File: src/hw/link_macros.svh
`ifndef LINK_MACROS_SVH
`define LINK_MACROS_SVH

// Data bits per word on the wire
`define LINK_WORD_WIDTH 8

// Clock cycles per bit on the wire
`define LINK_OVERSAMPLE 4

// Zero bits between two frames at least
`define LINK_IDLE_BITS 2

`define LINK_LANES 2 // Independent serial lanes

// Receive FIFO entries per lane and must be a power of two
`define LINK_FIFO_DEPTH 8

`define LINK_SYNC_STAGES 4 // Flip-flops in the reset release chain

`endif
File: src/hw/link_pkg.sv
`include "link_macros.svh"

package link_pkg;

	// One word of a frame together with its end-of-frame flag
	typedef struct packed {
		logic [`LINK_WORD_WIDTH-1:0] data;
		logic                        last;
	} link_word_t;

	typedef enum logic [1:0] {
		st_hunt, // Waiting for the rising edge of a marker
		st_data, // Sampling marker, data bits and the slot after them
		st_gap   // Finishing the zero slot that closed a frame
	} rx_state_t;

endpackage

File: src/hw/chip_link.sv
`timescale 1ns/10ps
`include "link_macros.svh"

module chip_link (
	input  logic                                    clk,
	input  logic                                    arst_n,
	input  link_pkg::link_word_t [`LINK_LANES-1:0] tx_word,
	input  logic [`LINK_LANES-1:0]                  tx_valid,
	output logic [`LINK_LANES-1:0]                  tx_ready,
	output logic [`LINK_LANES-1:0]                  serial_out,
	input  logic [`LINK_LANES-1:0]                  serial_in,
	output link_pkg::link_word_t [`LINK_LANES-1:0] rx_word,
	output logic [`LINK_LANES-1:0]                  rx_valid,
	input  logic [`LINK_LANES-1:0]                  rx_ready,
	output logic [`LINK_LANES-1:0]                  rx_overflow
);

	import link_pkg::*;

	logic lane_rst_n;

	reset_sync u_reset_sync (
		.clk    (clk),
		.arst_n (arst_n),
		.rst_n  (lane_rst_n)
	);

	// Each lane sends on its own wire and receives on its own wire
	for (genvar i = 0; i < `LINK_LANES; i++) begin : g_lane
		logic       rx_push;
		link_word_t rx_push_word;

		serial_tx u_tx (
			.clk        (clk),
			.arst_n     (lane_rst_n),
			.tx_word    (tx_word[i]),
			.tx_valid   (tx_valid[i]),
			.tx_ready   (tx_ready[i]),
			.serial_out (serial_out[i])
		);

		oversampling_rx u_rx (
			.clk          (clk),
			.arst_n       (lane_rst_n),
			.serial_in    (serial_in[i]),
			.rx_push      (rx_push),
			.rx_push_word (rx_push_word)
		);

		// The wire cannot stall so every received word lands here first
		rx_word_fifo u_fifo (
			.clk         (clk),
			.arst_n      (lane_rst_n),
			.push        (rx_push),
			.push_word   (rx_push_word),
			.rx_word     (rx_word[i]),
			.rx_valid    (rx_valid[i]),
			.rx_ready    (rx_ready[i]),
			.rx_overflow (rx_overflow[i])
		);
	end

endmodule

File: src/hw/rx_word_fifo.sv
`timescale 1ns/10ps
`include "link_macros.svh"

module rx_word_fifo (
	input  logic                 clk,
	input  logic                 arst_n,
	input  logic                 push,
	input  link_pkg::link_word_t push_word,
	output link_pkg::link_word_t rx_word,
	output logic                 rx_valid,
	input  logic                 rx_ready,
	output logic                 rx_overflow
);

	import link_pkg::*;

	localparam int DEPTH = `LINK_FIFO_DEPTH;
	localparam int PTR_W = $clog2(DEPTH);
	localparam logic [PTR_W:0] FULL_CNT = DEPTH[PTR_W:0];

	link_word_t       mem [DEPTH];
	logic [PTR_W-1:0] wr_ptr;
	logic [PTR_W-1:0] rd_ptr;
	logic [PTR_W:0]   count;
	logic             full;
	logic             wr_en;
	logic             rd_en;

	assign full     = count == FULL_CNT;
	assign wr_en    = push && !full;
	assign rx_valid = count != '0;
	assign rd_en    = rx_valid && rx_ready;
	assign rx_word  = mem[rd_ptr]; // Head word is visible without a read request

	always_ff @(posedge clk) begin
		if (wr_en)
			mem[wr_ptr] <= push_word;
	end

	always_ff @(posedge clk or negedge arst_n) begin
		if (!arst_n) begin
			wr_ptr      <= '0;
			rd_ptr      <= '0;
			count       <= '0;
			rx_overflow <= 1'b0;
		end else begin
			if (wr_en)
				wr_ptr <= wr_ptr + 1'b1;
			if (rd_en)
				rd_ptr <= rd_ptr + 1'b1;
			case ({wr_en, rd_en})
				2'b10:   count <= count + 1'b1;
				2'b01:   count <= count - 1'b1;
				default: count <= count;
			endcase
			if (push && full)
				rx_overflow <= 1'b1; // The word is lost and the flag holds until reset
		end
	end

endmodule

File: src/hw/oversampling_rx.sv
`timescale 1ns/10ps
`include "link_macros.svh"

module oversampling_rx (
	input  logic                 clk,
	input  logic                 arst_n,
	input  logic                 serial_in,
	output logic                 rx_push,
	output link_pkg::link_word_t rx_push_word
);

	import link_pkg::*;

	localparam int WW = `LINK_WORD_WIDTH;
	localparam int OS = `LINK_OVERSAMPLE;
	localparam int PH_W = $clog2(OS);
	localparam int BIT_W = $clog2(WW + 2);

	localparam logic [PH_W-1:0] MID = PH_W'(OS / 2);
	localparam logic [PH_W-1:0] PH_LAST = PH_W'(OS - 1);
	localparam logic [BIT_W-1:0] SLOT = BIT_W'(WW + 1); // Slot after the last data bit

	rx_state_t        state;
	logic             in_meta;
	logic             in_sync;
	logic             in_prev;
	logic             rise;
	logic             mid;
	logic [PH_W-1:0]  phase;
	logic [BIT_W-1:0] bit_idx;
	logic [WW-1:0]    data_q;

	assign rise = in_sync && !in_prev;
	assign mid  = phase == MID;

	always_ff @(posedge clk or negedge arst_n) begin
		if (!arst_n) begin
			in_meta <= 1'b0;
			in_sync <= 1'b0;
			in_prev <= 1'b0;
		end else begin
			in_meta <= serial_in;
			in_sync <= in_meta;
			in_prev <= in_sync;
		end
	end

	always_ff @(posedge clk or negedge arst_n) begin
		if (!arst_n) begin
			state   <= st_hunt;
			phase   <= '0;
			bit_idx <= '0;
			rx_push <= 1'b0;
		end else begin
			rx_push <= 1'b0;
			phase   <= (phase == PH_LAST) ? '0 : phase + 1'b1;

			case (state)
				st_hunt: begin
					if (rise) begin
						state   <= st_data;
						phase   <= PH_W'(1); // The edge cycle itself counts as phase zero
						bit_idx <= '0;
					end
				end
				st_data: begin
					if (bit_idx == SLOT && rise)
						phase <= PH_W'(1); // Realign on the edge of the next marker
					if (mid) begin
						if (bit_idx == '0 && !in_sync) begin
							state <= st_hunt; // Too short for a marker
						end else if (bit_idx == SLOT) begin
							rx_push <= 1'b1;
							if (in_sync)
								bit_idx <= BIT_W'(1);
							else
								state <= st_gap;
						end else begin
							bit_idx <= bit_idx + 1'b1;
						end
					end
				end
				default: begin
					if (phase == PH_LAST)
						state <= st_hunt;
				end
			endcase
		end
	end

	// The marker is shifted in too and falls out over the eight data bits
	always_ff @(posedge clk) begin
		if (state == st_data && mid) begin
			if (bit_idx == SLOT)
				rx_push_word <= link_word_t'{data: data_q, last: !in_sync};
			else
				data_q <= {data_q[WW-2:0], in_sync};
		end
	end

endmodule

File: src/hw/serial_tx.sv
`timescale 1ns/10ps
`include "link_macros.svh"

module serial_tx (
	input  logic                 clk,
	input  logic                 arst_n,
	input  link_pkg::link_word_t tx_word,
	input  logic                 tx_valid,
	output logic                 tx_ready,
	output logic                 serial_out
);

	import link_pkg::*;

	localparam int SYM_BITS = `LINK_WORD_WIDTH + 1;
	localparam int OS = `LINK_OVERSAMPLE;
	localparam int PH_W = $clog2(OS);
	localparam int BIT_W = $clog2(SYM_BITS);

	typedef enum logic [1:0] {tx_idle, tx_send, tx_gap} tx_state_t;

	tx_state_t           state;
	logic [PH_W-1:0]     sample_cnt;
	logic [BIT_W-1:0]    bit_cnt;
	logic                cur_last;
	logic                next_full;
	link_word_t          next_word;
	link_word_t          load_word;
	logic [SYM_BITS-1:0] shift_q;
	logic                bit_end;
	logic                last_bit;
	logic                accept;
	logic                load;

	assign bit_end  = sample_cnt == PH_W'(OS - 1);
	assign last_bit = bit_cnt == BIT_W'(SYM_BITS - 1);

	// Inside a frame the next word is taken during the final bit of the current one
	assign tx_ready = (state == tx_idle) ||
		(state == tx_send && last_bit && !cur_last && !next_full);
	assign accept    = tx_valid && tx_ready;
	assign load_word = next_full ? next_word : tx_word;
	assign load      = (state == tx_idle && accept) ||
		(state == tx_send && bit_end && last_bit && (next_full || accept));

	assign serial_out = (state == tx_send) && shift_q[SYM_BITS-1];

	always_ff @(posedge clk) begin
		if (state == tx_send && accept && !load)
			next_word <= tx_word;
		if (load)
			shift_q <= {1'b1, load_word.data}; // Marker goes out first
		else if (bit_end)
			shift_q <= {shift_q[SYM_BITS-2:0], 1'b0};
	end

	always_ff @(posedge clk or negedge arst_n) begin
		if (!arst_n) begin
			state      <= tx_gap; // Out of reset the line first serves a full idle gap
			sample_cnt <= '0;
			bit_cnt    <= '0;
			cur_last   <= 1'b0;
			next_full  <= 1'b0;
		end else begin
			if (state != tx_idle)
				sample_cnt <= bit_end ? '0 : sample_cnt + 1'b1;
			if (load)
				next_full <= 1'b0;
			else if (accept && state == tx_send)
				next_full <= 1'b1;

			case (state)
				tx_idle: begin
					if (load) begin
						state      <= tx_send;
						sample_cnt <= '0;
						bit_cnt    <= '0;
						cur_last   <= load_word.last;
					end
				end
				tx_send: begin
					if (bit_end) begin
						if (load) begin
							bit_cnt  <= '0; // Next marker follows without a gap
							cur_last <= load_word.last;
						end else if (last_bit) begin
							state   <= tx_gap;
							bit_cnt <= '0;
						end else begin
							bit_cnt <= bit_cnt + 1'b1;
						end
					end
				end
				default: begin
					// A zero slot after a word ends the frame and opens the gap
					if (bit_end) begin
						if (bit_cnt == BIT_W'(`LINK_IDLE_BITS - 1)) begin
							state   <= tx_idle;
							bit_cnt <= '0;
						end else begin
							bit_cnt <= bit_cnt + 1'b1;
						end
					end
				end
			endcase
		end
	end

endmodule

File: src/hw/reset_sync.sv
`timescale 1ns/10ps
`include "link_macros.svh"

module reset_sync (
	input  logic clk,
	input  logic arst_n,
	output logic rst_n
);

	localparam int STAGES = `LINK_SYNC_STAGES;

	logic [STAGES-1:0] sync_q;

	// Assertion is immediate while release walks a one through the chain
	always_ff @(posedge clk or negedge arst_n) begin
		if (!arst_n) begin
			sync_q <= '0;
		end else begin
			sync_q <= {sync_q[STAGES-2:0], 1'b1};
		end
	end

	assign rst_n = sync_q[STAGES-1];

endmodule

File: config.mk
export PLATFORM = sky130hd
export DESIGN_NAME = chip_link
export DESIGN_NICKNAME = d
export VERILOG_FILES = /design/src/hw/link_pkg.sv /design/src/hw/chip_link.sv /design/src/hw/rx_word_fifo.sv /design/src/hw/oversampling_rx.sv /design/src/hw/serial_tx.sv /design/src/hw/reset_sync.sv
export VERILOG_INCLUDE_DIRS = /design/src /design/src/hw
export SDC_FILE = /design/constraint.sdc
export NUM_CORES = 1
export LEC_CHECK = 0
export BUFFER_PORTS_ARGS = -buffer_cell sky130_fd_sc_hd__buf_2
export CAP_MARGIN = 20
export CORE_MARGIN = 2
export CORE_UTILIZATION = 60
export DETAILED_ROUTE_END_ITERATION = 10
export PLACE_DENSITY = 0.78
export SETUP_SLACK_MARGIN = 0.1
export SYNTH_ARGS = -nofsm -noshare
export SYNTH_HDL_FRONTEND = slang
export SYNTH_HIERARCHICAL = 1
export SYNTH_SLANG_ARGS = --single-unit
File: constraint.sdc
create_clock -name clk -period 2.3 [get_ports clk]
set_input_delay 0.69 -clock clk [delete_from_list [all_inputs] [get_ports clk]]
set_output_delay 0.69 -clock clk [all_outputs]
set_load 0.01 [all_outputs]
==> results.json <==
{
  "outcome": "complete, but fails checks",
  "violations": "negative setup slack",
  "cts_sinks": 284,
  "final_cells": 1142,
  "dieHeight_um": 147,
  "crit_arrival_ns": 2.12,
  "syn_inst": 706,
  "synthTopCellsByArea": "edfxtp_1 52%, dfrtp_1 14%, mux4_1 3.9%, mux2_4 3.6%, mux4_2 3.3%",
  "cts_tree": "built",
  "grt_antenna_before_repair": 0,
  "async_reset_ff_frac": 0.246,
  "firstDrtPassIters": 4,
  "avgViaCountPerCell": 5.80,
  "routedWlPerCell_um": 20.0,
  "critPathRequiredTime_ns": 1.61,
  "area_growth_syn_to_layout_pct": 19.4,
  "placed_cells": 1063,
  "gp_congestion": 0.868,
  "port_buffers": 51,
  "antenna_cells": 0,
  "cp-startpoint": "g_lane[0].u_fifo/rd_ptr[0]$_DFFE_PN0P_",
  "final_common_cell": "edfxtp_1",
  "grt_max_degree": 40,
  "crit_family": "multiplexers",
  "worstMarginPinSlew_ns": 0.682,
  "fin_nets": 910,
  "finalSetupViolations": 24,
  "rsz0062_at_grt": "yes",
  "overflow": 0,
  "cts-buffers-inserted": 27,
  "postRouteWirelength_um": 22900,
  "grt_pass1_wl_um": 36100,
  "synth-main-ff-cell": "edfxtp_1",
  "syn_area_um2": 12200,
  "r2r-start": "g_lane[0].u_fifo/count[1]$_DFFE_PN0P_",
  "syn-num-nets": 764,
  "timing.final.crit_share": 1.22,
  "synth_seq_cells": 284,
  "grt_use_total": 0.211,
  "max_freq_mhz": 355,
  "synth.top_cell.area_share": 0.522,
  "ir_drop_uv": 700,
  "finalWorstSetupSlack_ns": -0.513,
  "start_util": 0.607,
  "die_w_um": 147,
  "synth_cell_type_count": 76,
  "clock_skew_ns": 0.0150,
  "nFillCells": 1172,
  "coreArea_um2": 20100,
  "synth_edf_count": 212,
  "finalHoldViolations": 0,
  "dp_hpwl_um": 13700,
  "place_area_um2": 13200,
  "syn_avg_cell_area_um2": 17.3,
  "period_needed_ns": 2.81,
  "post_route_cells_drive_above_1_share": 0.381,
  "slew_headroom": 0.532,
  "start_kind": "flip-flop",
  "p_leak_nw": 5.46,
  "grt_pass1_vias": 7061,
  "worstPathMaxFanout": 10,
  "hold_class": "reg -> async",
  "cp_slowest_cell": "mux4_1",
  "clockBufferDepth": 3,
  "via_count": 6628,
  "ys_seq_area_frac": 0.669,
  "finish.instance_area_um2": 14600,
  "drc_errors": 0,
  "drv_slew": 0,
  "ant_nets": 0,
  "path_class": "reg -> out",
  "pin_count": 52,
  "cap_violations": 0,
  "clk_pin_slew_worst_paths_ns": 0.07,
  "worstSkewPairLatency_ns": 0.53,
  "fp.dieArea_um2": 21500,
  "mostFrequentLayoutCells": "212 x edfxtp_1, 66 x buf_4, 63 x dfrtp_1",
  "first_iter_violations": 364,
  "yosysTopAreaCell": "edfxtp_1",
  "cts_root_buf": "clkbuf_16",
  "h-tree-depth": 1,
  "crit_chain": "buf_12 -> mux4_1 -> mux2_4 -> buf_2",
  "path_buf_inv": 2,
  "worstSetupEndpointType": "output pin",
  "yosys_warnings": 6,
  "critPathMaxStageDelay_ns": 0.58,
  "rows": 52,
  "p_per_area_nw_per_um2": 1280
}
-- worst reg2reg max path, stage by stage (launching register included) --
cell and delay (ns):
dfrtp_1 0.41, or4_4 0.57, nand2_4 0.09, inv_2 0.04, ha_4 0.18, ha_4 0.22, or4b_4 0.52, o311ai_2 0.10
o211ai_1 0.14
-- cells in the mapped netlist (3+ instances only) --
library cell	number
mux4_1	18
buf_2	7
nand3b_1	9
nor2_1	28
edfxtp_1	212
o21ai_0	12
mux2_2	27
nor4_1	4
a32o_1	4
and2_1	7
and3_1	4
a21oi_1	10
mux4_2	18
dfrtp_1	68
o211ai_1	4
a21o_1	3
nand2_1	19
nand2b_1	16
nor3_1	10
o2bb2ai_1	6
mux2i_1	10
o21bai_1	4
nor2b_1	8
mux2_4	29
buf_12	3
a31oi_1	3
ha_1	30
buf_6	3
xnor2_1	10
o31ai_1	5
inv_1	32
nand3_1	13
nor3b_1	8
-- stage by stage --
step | worst slack (ns) | TNS [ns] | hold WS [ns] | utilization | power [mW]
2_1_floorplan | -0.0651 | -0.104 | 0.331 | - | 11.5
3_3_place_gp | 0.00474 | 0 | 0.277 | 0.655 | 12.7
3_5_place_dp | -0.111 | -0.184 | 0.289 | 0.655 | 13.2
4_1_cts | -0.521 | -9.77 | 0.253 | 0.715 | 18.2
5_1_grt | -0.567 | -11.09 | 0.252 | 0.725 | 19.6
6_report | -0.513 | -9.77 | 0.269 | 0.725 | 18.6
-- worst paths after layout --
kind | to | slack [ns] | cells after the start
worst min-delay path | g_lane[1].u_tx/bit_cnt[2]$_DFFE_PN0P_ | 0.27 | 1
worst min register to register | g_lane[1].u_tx/bit_cnt[2]$_DFFE_PN0P_ | 0.27 | 1
worst max register to register | g_lane[0].u_fifo/count[3]$_DFFE_PN0P_ | -0.10 | 8
max in group asynchronous | g_lane[1].u_fifo/rd_ptr[0]$_DFFE_PN0P_ | 1.55 | 1
worst max-delay path | rx_word[3] | -0.51 | 4
min in group clk | g_lane[1].u_rx/in_meta$_DFF_PN0_ | 0.27 | 1
-- state kept, by name, summed over array words and instances, names as in the netlist, 4 cells and up --
| register | flops |
|---|---|
| g_lane.u_rx/phase | 4 |
| g_lane.u_rx/bit_idx | 8 |
| g_lane.u_rx/rx_push_word | 18 |
| g_lane.u_fifo/wr_ptr | 6 |
| g_lane.u_fifo/count | 8 |
| g_lane.u_tx/shift_q | 18 |
| u_reset_sync/sync_q | 4 |
| g_lane.u_tx/bit_cnt | 8 |
| g_lane.u_tx/next_word | 18 |
| g_lane.u_rx/data_q | 16 |
| g_lane.u_fifo/rd_ptr | 6 |
| g_lane.u_fifo/mem | 144 |
| g_lane.u_tx/state | 4 |
| g_lane.u_rx/state | 4 |
| g_lane.u_tx/sample_cnt | 4 |
-- timing repair --
action                     CTS  global route
pin swaps                   15            12
hold buffers                 1             0
setup endpoints to repair   27            30
hold endpoints to repair     4             0
setup buffers               18             6
resized for setup           56            20
cloned                       1             4
-- where the power goes --
| group | internal [mW] | leakage [nW] | switching [mW] | total (mW) |
|---|---|---|---|---|
| Clock | 2.39 | 0.403 | 1.85 | 4.25 |
| Sequential | 6.56 | 2.77 | 0.740 | 7.30 |
| Combinational | 3.91 | 2.28 | 3.13 | 7.04 |
| Total | 12.9 | 5.46 | 5.72 | 18.6 |
-- area by class of cell --
class	instances	area (um2)	share of cell area
Multi-Input combinational cell	372	3920	0.269
Clock buffer	31	691	0.0474
Sequential cell	284	8170	0.561
Tap cell	270	338	0.0232
Timing Repair Buffer	135	1170	0.0801
Inverter	32	123	0.00842
Clock inverter	18	160	0.0110
-- metal layers --
layer	up-vias	global-route usage	routed length [um]
met1	3376	0.271	9290
met3	31	0.0309	1130
met4	0	0.0461	338
met5	-	0	0
met2	178	0.385	12100
li1	3043	-	-
-- cells by family (layout without fill, tap and decap cells) --
kind of cell	count (synthesis)	count (layout)	synth area share
compound gates	75	75	0.0492
mux	102	102	0.141
xor+xnor	12	12	0.00862
fa+ha+maj	32	32	0.0341
buf+inv	50	216	0.0221
other cells	1	1	0.000307
flops	284	284	0.669
simple gates	150	150	0.0757
Power figures use the tool's default switching activity.
